===== src/design/mem_port_pkg.sv =====
// memory port types
package mem_port_pkg;

  // widths
  localparam int unsigned MEM_DW = 64;  // stream word plus 32 bits of headroom
  localparam int unsigned MEM_AW = 32;  // byte address

  // initiator side, driven by the streamer
  typedef struct packed {
    logic              req;      // load request, held until gnt
    logic [MEM_AW-1:0] addr;     // word aligned byte address
    logic              r_ready;  // response taken when high with r_valid
  } mem_req_t;

  // target side, driven by the memory
  typedef struct packed {
    logic              gnt;      // request accepted this cycle
    logic              r_valid;  // one per granted request, in order
    logic [MEM_DW-1:0] r_data;   // held until r_ready
  } mem_rsp_t;

endpackage


===== src/design/streamer_pkg.sv =====
// streamer job and control types
package streamer_pkg;

  localparam int unsigned STREAM_DW = 32;  // output stream word
  localparam int unsigned TRANS_W   = 16;  // transaction counter width

  // two-level strided pattern
  typedef struct packed {
    logic [31:0] base_addr;  // byte address of first word
    logic [15:0] tot_len;    // stream words in the job
    logic [15:0] d0_len;     // words per inner run
    logic [31:0] d0_stride;  // step inside a run
    logic [31:0] d1_stride;  // step between run starts
  } addrgen_cfg_t;

  // control plane into the streamer
  typedef struct packed {
    logic         req_start;  // one-cycle strobe
    addrgen_cfg_t cfg;
  } streamer_ctrl_t;

  // status back to the controller
  typedef struct packed {
    logic ready_start;   // idle, start accepted
    logic done;          // one-cycle end of job
    logic addrgen_done;  // all addresses produced
  } streamer_flags_t;

  // job FSM
  typedef enum logic [1:0] {
    IDLE    = 2'd0,
    WORKING = 2'd1,
    DRAIN   = 2'd2  // waiting for the last words
  } streamer_state_t;

endpackage


===== src/design/load_issuer.sv =====
// load request issuer and job FSM
`timescale 1ns/1ps

module load_issuer #(
  parameter int unsigned OFFS_DEPTH = 4
) (
  input  logic                          clk_i,
  input  logic                          rst_ni,
  input  logic                          clear_i,
  input  logic                          enable_i,
  input  logic                          req_start_i,
  input  logic [31:0]                   addr_i,
  input  logic                          addr_valid_i,
  output logic                          addr_ready_o,
  input  logic                          addrgen_done_i,
  input  logic                          delivered_all_i,
  input  logic                          addr_fifo_empty_i,
  output mem_port_pkg::mem_req_t        mem_req_o,
  input  logic                          gnt_i,
  input  logic                          stream_ready_i,
  output logic [1:0]                    offs_o,
  input  logic                          offs_pop_i,
  output logic                          addrgen_start_o,
  output logic                          gen_clear_o,
  output streamer_pkg::streamer_flags_t flags_o
);

  streamer_pkg::streamer_state_t state_q;
  streamer_pkg::streamer_state_t state_d;

  logic req;
  logic grant;
  logic done;
  logic offs_push_ready;  // room for one more load in flight
  logic offs_empty;

  // request only when the word can be consumed
  assign req = enable_i & (state_q != streamer_pkg::IDLE) & addr_valid_i
             & stream_ready_i & offs_push_ready;
  assign grant        = req & gnt_i;
  assign addr_ready_o = grant;  // pop address on accept

  assign mem_req_o.req     = req;
  assign mem_req_o.addr    = {addr_i[mem_port_pkg::MEM_AW-1:2], 2'b00};  // word aligned
  assign mem_req_o.r_ready = stream_ready_i;

  // byte offsets of loads in flight
  stream_fifo #(
    .payload_t ( logic [1:0] ),
    .DEPTH     ( OFFS_DEPTH  )
  ) i_offs_fifo (
    .clk_i        ( clk_i           ),
    .rst_ni       ( rst_ni          ),
    .clear_i      ( clear_i         ),
    .push_data_i  ( addr_i[1:0]     ),
    .push_valid_i ( grant           ),
    .push_ready_o ( offs_push_ready ),
    .pop_data_o   ( offs_o          ),
    .pop_valid_o  (                 ),
    .pop_ready_i  ( offs_pop_i      ),
    .empty_o      ( offs_empty      )
  );

  always_comb begin
    state_d = state_q;
    done    = 1'b0;
    unique case (state_q)
      streamer_pkg::IDLE: begin
        if (req_start_i) state_d = streamer_pkg::WORKING;
      end
      streamer_pkg::WORKING: begin
        if (addrgen_done_i) state_d = streamer_pkg::DRAIN;  // all addresses out
      end
      streamer_pkg::DRAIN: begin
        if (addr_fifo_empty_i && offs_empty && delivered_all_i) begin
          done    = enable_i;
          state_d = streamer_pkg::IDLE;
        end
      end
      default: state_d = streamer_pkg::IDLE;
    endcase
  end

  always_ff @(posedge clk_i or negedge rst_ni) begin
    if (!rst_ni) begin
      state_q <= streamer_pkg::IDLE;
    end else if (clear_i) begin
      state_q <= streamer_pkg::IDLE;
    end else if (enable_i) begin
      state_q <= state_d;
    end
  end

  assign addrgen_start_o = enable_i & req_start_i & (state_q == streamer_pkg::IDLE);
  assign gen_clear_o     = clear_i | done;  // generator and word count reset at end

  assign flags_o.ready_start  = (state_q == streamer_pkg::IDLE);
  assign flags_o.done         = done;
  assign flags_o.addrgen_done = addrgen_done_i;

endmodule


===== src/design/load_streamer.sv =====
// memory load streamer top level
`timescale 1ns/1ps

module load_streamer #(
  parameter int unsigned TRANS_CNT  = streamer_pkg::TRANS_W,
  parameter int unsigned OFFS_DEPTH = 4,  // max grant to response latency
  parameter int unsigned MISALIGNED = 1,
  parameter int unsigned ADDR_DEPTH = 2
) (
  input  logic                               clk_i,
  input  logic                               rst_ni,
  input  logic                               clear_i,
  input  logic                               enable_i,
  input  streamer_pkg::streamer_ctrl_t       ctrl_i,
  output streamer_pkg::streamer_flags_t      flags_o,
  output mem_port_pkg::mem_req_t             mem_req_o,
  input  mem_port_pkg::mem_rsp_t             mem_rsp_i,
  output logic [streamer_pkg::STREAM_DW-1:0] stream_data_o,
  output logic                               stream_valid_o,
  input  logic                               stream_ready_i
);

  logic [31:0] gen_addr;   // generator to address FIFO
  logic        gen_valid;
  logic        gen_ready;
  logic [31:0] fifo_addr;  // address FIFO to issuer
  logic        fifo_valid;
  logic        fifo_ready;
  logic        fifo_empty;
  logic        gen_start;
  logic        gen_clear;
  logic        gen_done;
  logic        delivered_all;
  logic [1:0]  offs;
  logic        offs_pop;

  source_addressgen #(
    .TRANS_CNT ( TRANS_CNT )
  ) i_addressgen (
    .clk_i        ( clk_i      ),
    .rst_ni       ( rst_ni     ),
    .clear_i      ( gen_clear  ),
    .enable_i     ( enable_i   ),
    .start_i      ( gen_start  ),
    .cfg_i        ( ctrl_i.cfg ),
    .addr_o       ( gen_addr   ),
    .addr_valid_o ( gen_valid  ),
    .addr_ready_i ( gen_ready  ),
    .done_o       ( gen_done   )
  );

  stream_fifo #(
    .payload_t ( logic [31:0] ),
    .DEPTH     ( ADDR_DEPTH   )
  ) i_addr_fifo (
    .clk_i        ( clk_i      ),
    .rst_ni       ( rst_ni     ),
    .clear_i      ( clear_i    ),
    .push_data_i  ( gen_addr   ),
    .push_valid_i ( gen_valid  ),
    .push_ready_o ( gen_ready  ),
    .pop_data_o   ( fifo_addr  ),
    .pop_valid_o  ( fifo_valid ),
    .pop_ready_i  ( fifo_ready ),
    .empty_o      ( fifo_empty )
  );

  load_issuer #(
    .OFFS_DEPTH ( OFFS_DEPTH )
  ) i_issuer (
    .clk_i             ( clk_i            ),
    .rst_ni            ( rst_ni           ),
    .clear_i           ( clear_i          ),
    .enable_i          ( enable_i         ),
    .req_start_i       ( ctrl_i.req_start ),
    .addr_i            ( fifo_addr        ),
    .addr_valid_i      ( fifo_valid       ),
    .addr_ready_o      ( fifo_ready       ),
    .addrgen_done_i    ( gen_done         ),
    .delivered_all_i   ( delivered_all    ),
    .addr_fifo_empty_i ( fifo_empty       ),
    .mem_req_o         ( mem_req_o        ),
    .gnt_i             ( mem_rsp_i.gnt    ),
    .stream_ready_i    ( stream_ready_i   ),
    .offs_o            ( offs             ),
    .offs_pop_i        ( offs_pop         ),
    .addrgen_start_o   ( gen_start        ),
    .gen_clear_o       ( gen_clear        ),
    .flags_o           ( flags_o          )
  );

  stream_realign #(
    .TRANS_CNT  ( TRANS_CNT  ),
    .MISALIGNED ( MISALIGNED )
  ) i_realign (
    .clk_i           ( clk_i                               ),
    .rst_ni          ( rst_ni                              ),
    .clear_i         ( clear_i                             ),
    .enable_i        ( enable_i                            ),
    .r_valid_i       ( mem_rsp_i.r_valid                   ),
    .r_data_i        ( mem_rsp_i.r_data                    ),
    .offs_i          ( offs                                ),
    .offs_pop_o      ( offs_pop                            ),
    .count_clear_i   ( gen_clear                           ),
    .tot_len_i       ( TRANS_CNT'(ctrl_i.cfg.tot_len)      ),
    .delivered_all_o ( delivered_all                       ),
    .stream_data_o   ( stream_data_o                       ),
    .stream_valid_o  ( stream_valid_o                      ),
    .stream_ready_i  ( stream_ready_i                      )
  );

endmodule


===== src/design/source_addressgen.sv =====
// strided address generator
`timescale 1ns/1ps

module source_addressgen #(
  parameter int unsigned TRANS_CNT = 16
) (
  input  logic                       clk_i,
  input  logic                       rst_ni,
  input  logic                       clear_i,
  input  logic                       enable_i,
  input  logic                       start_i,
  input  streamer_pkg::addrgen_cfg_t cfg_i,
  output logic [31:0]                addr_o,
  output logic                       addr_valid_o,
  input  logic                       addr_ready_i,
  output logic                       done_o
);

  streamer_pkg::addrgen_cfg_t cfg_q;  // job config, sampled at start
  logic [31:0]          addr_q;       // current byte address
  logic [31:0]          outer_q;      // start of current inner run
  logic [15:0]          d0_cnt_q;     // position inside the run
  logic [TRANS_CNT-1:0] cnt_q;        // addresses emitted
  logic                 busy_q;
  logic                 done_q;
  logic                 hs;
  logic                 last;
  logic                 wrap;

  assign addr_o       = addr_q;
  assign addr_valid_o = busy_q & enable_i;  // frozen while disabled
  assign done_o       = done_q;

  assign hs   = addr_valid_o & addr_ready_i;
  assign last = (cnt_q + 1'b1 == TRANS_CNT'(cfg_q.tot_len));
  assign wrap = (d0_cnt_q == cfg_q.d0_len - 16'd1);  // end of inner run

  always_ff @(posedge clk_i or negedge rst_ni) begin
    if (!rst_ni) begin
      busy_q <= 1'b0;
      done_q <= 1'b0;
    end else if (clear_i) begin
      busy_q <= 1'b0;
      done_q <= 1'b0;
    end else if (enable_i) begin
      if (start_i) begin
        busy_q <= (cfg_i.tot_len != '0);
        done_q <= (cfg_i.tot_len == '0);  // empty job is done at once
      end else if (hs && last) begin
        busy_q <= 1'b0;
        done_q <= 1'b1;                   // sticky until clear
      end
    end
  end

  // pattern walk
  always_ff @(posedge clk_i or negedge rst_ni) begin
    if (!rst_ni) begin
      cfg_q    <= '0;
      addr_q   <= '0;
      outer_q  <= '0;
      d0_cnt_q <= '0;
      cnt_q    <= '0;
    end else if (clear_i) begin
      addr_q   <= '0;
      outer_q  <= '0;
      d0_cnt_q <= '0;
      cnt_q    <= '0;
    end else if (enable_i) begin
      if (start_i) begin
        cfg_q    <= cfg_i;
        addr_q   <= cfg_i.base_addr;
        outer_q  <= cfg_i.base_addr;
        d0_cnt_q <= '0;
        cnt_q    <= '0;
      end else if (hs) begin
        cnt_q <= cnt_q + 1'b1;
        if (wrap) begin
          d0_cnt_q <= '0;
          outer_q  <= outer_q + cfg_q.d1_stride;  // next run
          addr_q   <= outer_q + cfg_q.d1_stride;
        end else begin
          d0_cnt_q <= d0_cnt_q + 16'd1;
          addr_q   <= addr_q + cfg_q.d0_stride;
        end
      end
    end
  end

endmodule


===== src/design/stream_fifo.sv =====
// synchronous FIFO
`timescale 1ns/1ps

module stream_fifo #(
  parameter type         payload_t = logic [31:0],
  parameter int unsigned DEPTH     = 2
) (
  input  logic     clk_i,
  input  logic     rst_ni,
  input  logic     clear_i,
  input  payload_t push_data_i,
  input  logic     push_valid_i,
  output logic     push_ready_o,
  output payload_t pop_data_o,
  output logic     pop_valid_o,
  input  logic     pop_ready_i,
  output logic     empty_o
);

  localparam int unsigned PTR_W = (DEPTH > 1) ? $clog2(DEPTH) : 1;
  localparam int unsigned CNT_W = $clog2(DEPTH + 1);

  payload_t         mem_q [DEPTH];  // circular buffer
  logic [PTR_W-1:0] wr_ptr_q;
  logic [PTR_W-1:0] rd_ptr_q;
  logic [CNT_W-1:0] cnt_q;          // occupancy
  logic             push;
  logic             pop;

  assign push_ready_o = (cnt_q != CNT_W'(DEPTH));  // room left
  assign pop_valid_o  = (cnt_q != '0);
  assign empty_o      = (cnt_q == '0);
  assign pop_data_o   = mem_q[rd_ptr_q];           // head entry

  assign push = push_valid_i & push_ready_o;
  assign pop  = pop_valid_o & pop_ready_i;

  always_ff @(posedge clk_i or negedge rst_ni) begin
    if (!rst_ni) begin
      wr_ptr_q <= '0;
      rd_ptr_q <= '0;
      cnt_q    <= '0;
    end else if (clear_i) begin
      wr_ptr_q <= '0;
      rd_ptr_q <= '0;
      cnt_q    <= '0;
    end else begin
      if (push) begin
        wr_ptr_q <= (wr_ptr_q == PTR_W'(DEPTH - 1)) ? '0 : wr_ptr_q + 1'b1;  // wrap
      end
      if (pop) begin
        rd_ptr_q <= (rd_ptr_q == PTR_W'(DEPTH - 1)) ? '0 : rd_ptr_q + 1'b1;
      end
      if (push && !pop) begin
        cnt_q <= cnt_q + 1'b1;
      end else if (pop && !push) begin
        cnt_q <= cnt_q - 1'b1;
      end  // both or neither keeps count
    end
  end

  always_ff @(posedge clk_i) begin
    if (push) begin
      mem_q[wr_ptr_q] <= push_data_i;
    end
  end

endmodule


===== src/design/stream_realign.sv =====
// response realigner and word counter
`timescale 1ns/1ps

module stream_realign #(
  parameter int unsigned TRANS_CNT  = 16,
  parameter int unsigned MISALIGNED = 1
) (
  input  logic                              clk_i,
  input  logic                              rst_ni,
  input  logic                              clear_i,
  input  logic                              enable_i,
  input  logic                              r_valid_i,
  input  logic [mem_port_pkg::MEM_DW-1:0]   r_data_i,
  input  logic [1:0]                        offs_i,
  output logic                              offs_pop_o,
  input  logic                              count_clear_i,
  input  logic [TRANS_CNT-1:0]              tot_len_i,
  output logic                              delivered_all_o,
  output logic [streamer_pkg::STREAM_DW-1:0] stream_data_o,
  output logic                              stream_valid_o,
  input  logic                              stream_ready_i
);

  logic [mem_port_pkg::MEM_DW-1:0] hold_q;    // response seen under back-pressure
  logic                            hold_valid_q;
  logic [mem_port_pkg::MEM_DW-1:0] src_data;  // live or held word
  logic [mem_port_pkg::MEM_DW-1:0] shifted;
  logic [TRANS_CNT-1:0]            cnt_q;     // words delivered
  logic                            hs;

  assign src_data       = hold_valid_q ? hold_q : r_data_i;
  assign stream_valid_o = enable_i & (r_valid_i | hold_valid_q);
  assign hs             = stream_valid_o & stream_ready_i;
  assign offs_pop_o     = hs;  // one offset per word

  if (MISALIGNED == 1) begin : gen_misaligned
    assign shifted = src_data >> {offs_i, 3'b000};  // drop offs_i bytes
  end else begin : gen_aligned
    assign shifted = src_data;
  end
  assign stream_data_o = shifted[streamer_pkg::STREAM_DW-1:0];

  always_ff @(posedge clk_i or negedge rst_ni) begin
    if (!rst_ni) begin
      hold_valid_q <= 1'b0;
    end else if (clear_i) begin
      hold_valid_q <= 1'b0;
    end else if (enable_i) begin
      hold_valid_q <= ~hs & (hold_valid_q | r_valid_i);  // keep until taken
    end
  end

  always_ff @(posedge clk_i) begin
    if (enable_i && r_valid_i && !hold_valid_q) begin
      hold_q <= r_data_i;  // first cycle of a response
    end
  end

  always_ff @(posedge clk_i or negedge rst_ni) begin
    if (!rst_ni) begin
      cnt_q <= '0;
    end else if (clear_i || count_clear_i) begin
      cnt_q <= '0;
    end else if (hs) begin
      cnt_q <= cnt_q + 1'b1;
    end
  end

  assign delivered_all_o = (cnt_q == tot_len_i);

endmodule


===== config.mk =====
export PLATFORM = sky130hd
export DESIGN_NAME = load_streamer
export DESIGN_NICKNAME = d
export VERILOG_FILES = /design/src/design/mem_port_pkg.sv /design/src/design/streamer_pkg.sv /design/src/design/load_issuer.sv /design/src/design/load_streamer.sv /design/src/design/source_addressgen.sv /design/src/design/stream_fifo.sv /design/src/design/stream_realign.sv
export SDC_FILE = /design/constraint.sdc
export NUM_CORES = 1
export LEC_CHECK = 0
export ABC_AREA = 1
export BUFFER_PORTS_ARGS = -buffer_cell sky130_fd_sc_hd__buf_2
export CORE_ASPECT_RATIO = 1.1
export CORE_UTILIZATION = 55
export CTS_CLUSTER_DIAMETER = 150
export CTS_CLUSTER_SIZE = 20
export DETAILED_ROUTE_END_ITERATION = 7
export GPL_TIMING_DRIVEN = 0
export PLACE_DENSITY = 0.76
export SYNTH_ARGS = -nofsm -noshare
export SYNTH_HDL_FRONTEND = slang
export SYNTH_SLANG_ARGS = --single-unit
export TNS_END_PERCENT = 50

===== constraint.sdc =====
create_clock -name clk_i -period 7.8 [get_ports clk_i]
set_clock_uncertainty 0.15 [all_clocks]
set_input_delay 1.56 -clock clk_i [delete_from_list [all_inputs] [get_ports clk_i]]
set_output_delay 1.56 -clock clk_i [all_outputs]
set_load 0.05 [all_outputs]

==> results of run 1 <==
sequential cells by signal (all words and copies together) (netlist names), 2 cells and up:
signal	flops
i_addr_fifo.cnt_q	2
i_issuer.state_q	2
i_issuer.i_offs_fifo.cnt_q	3
i_addressgen.d0_cnt_q	16
i_realign.cnt_q	16
i_issuer.i_offs_fifo.wr_ptr_q	2
i_addr_fifo.mem_q	64
i_issuer.i_offs_fifo.mem_q	8
i_addressgen.outer_q	32
i_realign.hold_q	56
i_addressgen.cnt_q	16
i_addressgen.cfg_q	96
i_addressgen.addr_o	32
i_issuer.i_offs_fifo.rd_ptr_q	2
per-stage QoR:
stage	hold WS [ns]	utilization (%)	instances	cell area, sq um	total power, mW
final	0.332	62.4	3948	25100	6.79
after detailed placement	0.313	60.9	3908	24500	5.59
after CTS	0.335	62.4	3942	25100	6.74
after global routing	0.355	62.4	3946	25100	7.21
after floorplan	0.296	-	3134	22500	4.61
after global placement	0.312	60.7	3906	24400	5.53
cells by family (layout without fill, tap and decap cells):
kind of cell | count (synthesis) | count (layout)
AOI/OAI and AO/OA | 285 | 285
xor gates and xnor gates | 62 | 62
DFF | 352 | 352
buffers and inverters | 470 | 765
adders and majority gates | 74 | 74
and+or+nand+nor | 1849 | 1849
muxes | 40 | 40
other | 1 | 8
area by class of cell:
type,count,area [sq um],share of cell area (%)
Antenna cell,6,15.0,0.0599
Buffer,136,713,2.84
Clock buffer,32,567,2.26
Clock inverter,2,17.5,0.0699
Inverter,334,1250,5.00
Multi-Input combinational cell,2312,11100,44.1
Sequential cell,352,9450,37.7
Tap cell,513,642,2.56
Timing Repair Buffer,261,1350,5.40
worst min-delay path: stages, from the launching register on:
cell     delay [ns]
dfrtp_1        0.35
nand2_1        0.06
nand2_1        0.05
Yosys cell counts (2+ instances only):
cell type and number:
o21ai_1 16, buf_1 18, mux2i_1 40, nor2_4 3
nand2_2 2, xor2_1 38, or2_2 7, o21bai_1 10
nand2_1 1156, buf_6 3, nand3b_1 21, buf_2 24
inv_1 321, nor3_1 22, clkinv_1 5, a21oi_1 88
o21ai_0 143, dfrtp_1 224, nand4_1 49, ha_1 71
buf_4 40, o22ai_1 13, o21a_1 3, edfxtp_1 128
clkbuf_1 51, inv_2 8, o211ai_1 8, nor2_1 298
fa_1 3, nand3_1 275, nor4_1 7, xnor2_1 23
nor3b_1 2, and2_1 2
power groups by stage:
stage | Sequential, mW | Clock [mW] | Combinational [mW]
floorplan | 2.46 | 0 | 2.15
global placement | 2.59 | 0 | 2.94
detailed placement | 2.60 | 0 | 2.99
CTS | 2.57 | 1.16 | 3.01
global route | 2.60 | 1.22 | 3.39
finish | 2.58 | 1.16 | 3.06
per-layer routing:
metal,routed length [um],share of wire (%),GRT usage [%]
met1,30700,41,45.3
met2,35900,47,62.5
met3,5620,7.4,4.89
met4,3400,4.5,17.0
met5,24,0.032,0
worst paths after layout:
check,endpoint,slack (ns),cells after the start,startpoint
min,i_addressgen.cfg_q[29],0.33,2,i_addressgen.cfg_q[29]
min in group asynchronous,i_addressgen.cfg_q[66],0.90,1,rst_ni
max reg2reg,i_addressgen.cfg_q[63],4.48,11,i_realign.cnt_q[9]
min reg2reg,i_addressgen.cfg_q[29],0.33,2,i_addressgen.cfg_q[29]
max in group asynchronous,i_addressgen.addr_o[19],5.44,2,rst_ni
max,stream_data_o[17],2.81,8,i_realign.hold_valid_q
==> metrics.txt, run 1 <==
# port buffers 259; Pint 3.73 mW; Net count, final 3692; Clk pwr share 17.0%; Clock Tree Buf Depth 3; commonest non-fill, non-tap cell in the layout nand2_1; pwr/cell area 271 nW/um^2; Post-DP HPWL 61.0 mm; Worst-Margin Slew 1.00 ns; die width 195 um; post-CTS setup buffer count 0; vias in the first global route 21100; ratio of cells with drive above 1 in the final layout 11.1%; Crit. End Element output port; global-route wire length before repair 116 mm; Row Count 77; synthesized area 22400 sq um; final setup vio count 0; Net Switching 3.07 mW; cts hold-fix bufs 0; post-route antenna net violation count 0; initial detailed-routing violation count 1838; CTS Buf Count 21; area fraction of the dominant cell type after synthesis 25.0%; Ports 270; Core ar. 40200 sq um; wire per inst 19.2 um; Slew Viols, Final 0; Compound-Gate Fraction of Synth Area 6.72%; Yosys cell types 45; Max Cap Viol 0; Initial DRT Pass Iterations 8; critical path's top delay family buffers and inverters; drt drc 0; Clock Latency Late Sink 0.58 ns; Hold Path Class reg -> reg; clk slew on worst S/H paths 0.09 ns; Sw Ratio 45.1%; grt ovf 0; YS warnings 0; most frequent CP cell buf_2; setup_tns 0 ns; Chip Height 214 um; initial antenna violation count 7; die footprint 41600 sq um; Post-Place Worst Slack 3.03 ns; Post-Synth XOR/XNOR Area 2.45%; GPL Wtd Cong 1.02; sequential fraction of the synthesis area 42.1%; Final Hold Vio Count 0; CTS tree done; status finished clean; CTS H-tree lvls 1; Gate power share 45.1%; post-synthesis mux area share 1.78%; most frequent cells in the layout nand2_1, inv_1, nor2_1, buf_2, nand3_1; type of origin of the critical path flop; synthesized area per cell 7.17 sq um; cells along the critical path buf_2, clkbuf_1, buf_1, mux2i_1, nand2_1, nand3_1, o21ai_0, buf_2; RSZ-0062 raised after global routing false; fillcell total 3711; CP peak stage delay 0.63 ns; VDD IR max 0.000189 V; Syn-to-layout area delta 11.7%; largest net degree at the start of global routing 120; setup ws final 2.81 ns; Primary FF master, synth dfrtp_1; Achievable Freq 200 MHz; synth top area cells dfrtp_1, nand2_1, edfxtp_1; Simple-Gate Fraction of Synth Area 33.9%; Final min period 4.99 ns; total routed wirelength 75.7 mm; root buf cell clkbuf_16; gr usage total 36.2%; Post-synth EDFFs 128; cells after synthesis 3133; vias per inst 5.58; PostCTS Resize Cnt 0; leak pwr 13.0 nW; Seq cells post-synth 352; post-synthesis async set-or-reset flop share 63.6%; Setup CP Type reg -> out; Final Cycle Share 64.0%; TritonCTS Sinks 352; CP Buf/Inv Count 4; Worst EP required 6.09 ns; Initial Utilization 55.9%; largest family of logic cells by synthesized area simple AND/OR/NAND/NOR gates; Synth Area in Adders 4.22%; top cell type by total area after synthesis dfrtp_1; critical path arrival 3.28 ns; maximum fanout along the worst path 10; Slew HR 33.2%; Vias 22000; Flop pwr share 37.9%; Slowest-stage cell, CP clkbuf_1
(Power assumes the default switching activity.)
==> run 2, diff against run 1 <==
--- a/config.mk
+++ b/config.mk
@@ -5,7 +5,7 @@
 export SDC_FILE = /design/constraint.sdc
 export NUM_CORES = 1
 export LEC_CHECK = 0
-export ABC_AREA = 1
+export ABC_AREA = 0
 export BUFFER_PORTS_ARGS = -buffer_cell sky130_fd_sc_hd__buf_2
 export CORE_ASPECT_RATIO = 1.1
 export CORE_UTILIZATION = 55
@@ -13,7 +13,7 @@
 export CTS_CLUSTER_SIZE = 20
 export DETAILED_ROUTE_END_ITERATION = 7
 export GPL_TIMING_DRIVEN = 0
-export PLACE_DENSITY = 0.76
+export PLACE_DENSITY = 0.77
 export SYNTH_ARGS = -nofsm -noshare
 export SYNTH_HDL_FRONTEND = slang
 export SYNTH_SLANG_ARGS = --single-unit
==> constraint.sdc (replaced) <==
create_clock -name clk_i -period 5 [get_ports clk_i]
set_clock_uncertainty 0.15 [all_clocks]
set_input_delay 1 -clock clk_i [delete_from_list [all_inputs] [get_ports clk_i]]
set_output_delay 1 -clock clk_i [all_outputs]
set_load 0.05 [all_outputs]
==> metrics.txt, run 2 <==
status finished clean; post-route antenna net violation count 0; synthesized area 20600 sq um; wire per inst 21.3 um; TritonCTS Sinks 352; top cell type by total area after synthesis dfrtp_1; largest net degree at the start of global routing 107; sequential fraction of the synthesis area 45.9%; clk slew on worst S/H paths 0.08 ns; most frequent cells in the layout buf_2, dfrtp_1, mux2_2, nand2_1, nor2_1; post-layout util 63.6%; largest registers i_addressgen.cfg_q (96), i_addr_fifo.mem_q (64), i_realign.hold_q (56); most frequent CP cell mux4_2; Final Cycle Share 91.2%; Post-synth EDFFs 128; cells after synthesis 1855; Pwr Total 7.68 mW; Chip Height 205 um; post-CTS setup buffer count 0; ratio of cells with drive above 1 in the final layout 26.3%; gr usage total 29.4%; Hold Path Class in -> async; Vias 16000; Largest Register i_addressgen.cfg_q; reg2reg end i_addressgen.addr_o[30]; VDD IR max 0.000308 V; Non-Filler Instances 2643; CTS tree done; synthesized area per cell 11.1 sq um; global-route wire length before repair 88.1 mm; Crit. End Element output port; CTS H-tree lvls 1; Slowest-stage cell, CP buf_1; root buf cell clkbuf_16; total routed wirelength 56.3 mm; Core ar. 36500 sq um; CP peak stage delay 0.64 ns; reg2reg path depth 11; YS warnings 0; die footprint 38200 sq um; Max Cap Viol 0; Syn-to-layout area delta 12.8%; drt drc 0; Slew HR 32.9%; Slew Viols, Final 0; vias per inst 6.07; Clock Latency Late Sink 0.54 ns; commonest non-fill, non-tap cell in the layout buf_2; most frequent cells after synthesis dfrtp_1, mux2_2, nand2_1; max reg flops 96; Yosys cell types 76; Post-Place Worst Slack 0.394 ns; Worst EP required 3.85 ns; critical path's top delay family buffers and inverters; Final min period 4.56 ns; RSZ-0062 raised after global routing false; Initial Utilization 56.3%; Worst R2R Setup Slack 0.66 ns; vias in the first global route 16000; Setup CP Type reg -> out; fillcell total 2982; initial antenna violation count 3; area fraction of the dominant cell type after synthesis 27.2%; count leader, synth dfrtp_1; placed cell count 2606; Final Hold Vio Count 0; leak pwr 9.67 nW; post-synthesis async set-or-reset flop share 63.6%; synth top area cells dfrtp_1, edfxtp_1, mux2_2; Achievable Freq 219 MHz; cts hold-fix bufs 0; initial detailed-routing violation count 1390; Ports 270; type of origin of the critical path flop; Seq cells post-synth 352; maximum fanout along the worst path 10; die width 186 um; R2R Path Start i_addressgen.outer_q[0]; setup ws final 0.441 ns; Row Count 73; # port buffers 258; Net count, final 2416; grt ovf 0; final setup vio count 0; GPL Wtd Cong 0.947; pwr/cell area 330 nW/um^2; critical path arrival 3.41 ns; Primary FF master, synth dfrtp_1; Clock Tree Buf Depth 3; Initial DRT Pass Iterations 8; cells along the critical path mux4_2, clkbuf_1, buf_1, mux4_2, mux2_2, buf_2; PostCTS Resize Cnt 0; Post-DP HPWL 43.2 mm; CTS Buf Count 21; Worst-Margin Slew 1.00 ns; CP Buf/Inv Count 3
run 2: cell count changes after synthesis, moves of 23 or more:
cell / before / now
nor2_1: 298 / 148
a21o_1: 1 / 33
mux4_2: 0 / 50
nand3_1: 275 / 58
and3_1: 0 / 23
inv_1: 321 / 31
xnor2_1: 23 / 98
nand2_1: 1156 / 151
clkbuf_1: 51 / 77
mux2_2: 0 / 166
o21ai_0: 143 / 74
run 2: cell families after synthesis:
kind of cell / Yosys count / share of synthesized area [%]
and+or+nand+nor: 510 / 11.7
AOI/OAI and AO/OA: 364 / 11.7
DFF: 352 / 45.9
muxes: 240 / 15.7
buffers and inverters: 161 / 3.80
xor gates and xnor gates: 153 / 6.51
adders and majority gates: 74 / 4.61
other: 1 / 0.0182
run 2: worst max-delay path by stage:
stage,start,to,slack [ns],cells after the start
floorplan,enable_i,i_realign.hold_q[0],0.70,3
global placement,rst_ni,i_realign.hold_valid_q,-1.15,1
detailed placement,ctrl_i[86],i_addressgen.done_o,0.39,10
CTS,i_issuer.i_offs_fifo.rd_ptr_q[0],stream_data_o[16],0.43,6
global route,i_issuer.i_offs_fifo.rd_ptr_q[0],stream_data_o[18],0.31,6
finish,i_issuer.i_offs_fifo.rd_ptr_q[0],stream_data_o[23],0.44,6
run 2: report_power, final:
group	leakage, nW	internal, mW	total (mW)	switching (mW)
Combinational	5.31	0.972	2.36	1.39
Sequential	4.08	3.30	3.57	0.270
Clock	0.280	0.788	1.75	0.957
run 2: through the flow:
step / hold slack (ns) / TNS (ns) / area [sq um]
6_report: 0.131 / 0 / 23200
5_1_grt: 0.122 / 0 / 23200
4_1_cts: 0.122 / 0 / 23200
3_5_place_dp: 0.322 / 0 / 22600
3_3_place_gp: 0.319 / -283.09 / 22500
2_1_floorplan: 0.302 / 0 / 20600
run 2: area by class of cell:
type	instances	area, sq um	share of cell area, %
Multi-Input combinational cell	1343	10400	44.7
Sequential cell	352	9450	40.7
Timing Repair Buffer	263	1420	6.13
Buffer	130	666	2.87
Tap cell	487	609	2.62
Clock buffer	31	563	2.42
Inverter	31	116	0.501
Clock inverter	2	17.5	0.0754
Antenna cell	4	10.0	0.0431
run 2: per-layer routing:
layer  vias to the layer above  routed length, um  GRT usage [%]
met5                         -                  0              0
met4                         0               2110           11.6
met3                       114               3610           3.41
met2                       623              26300           47.9
met1                      7882              24300           40.3
li1                       7430                  -              -
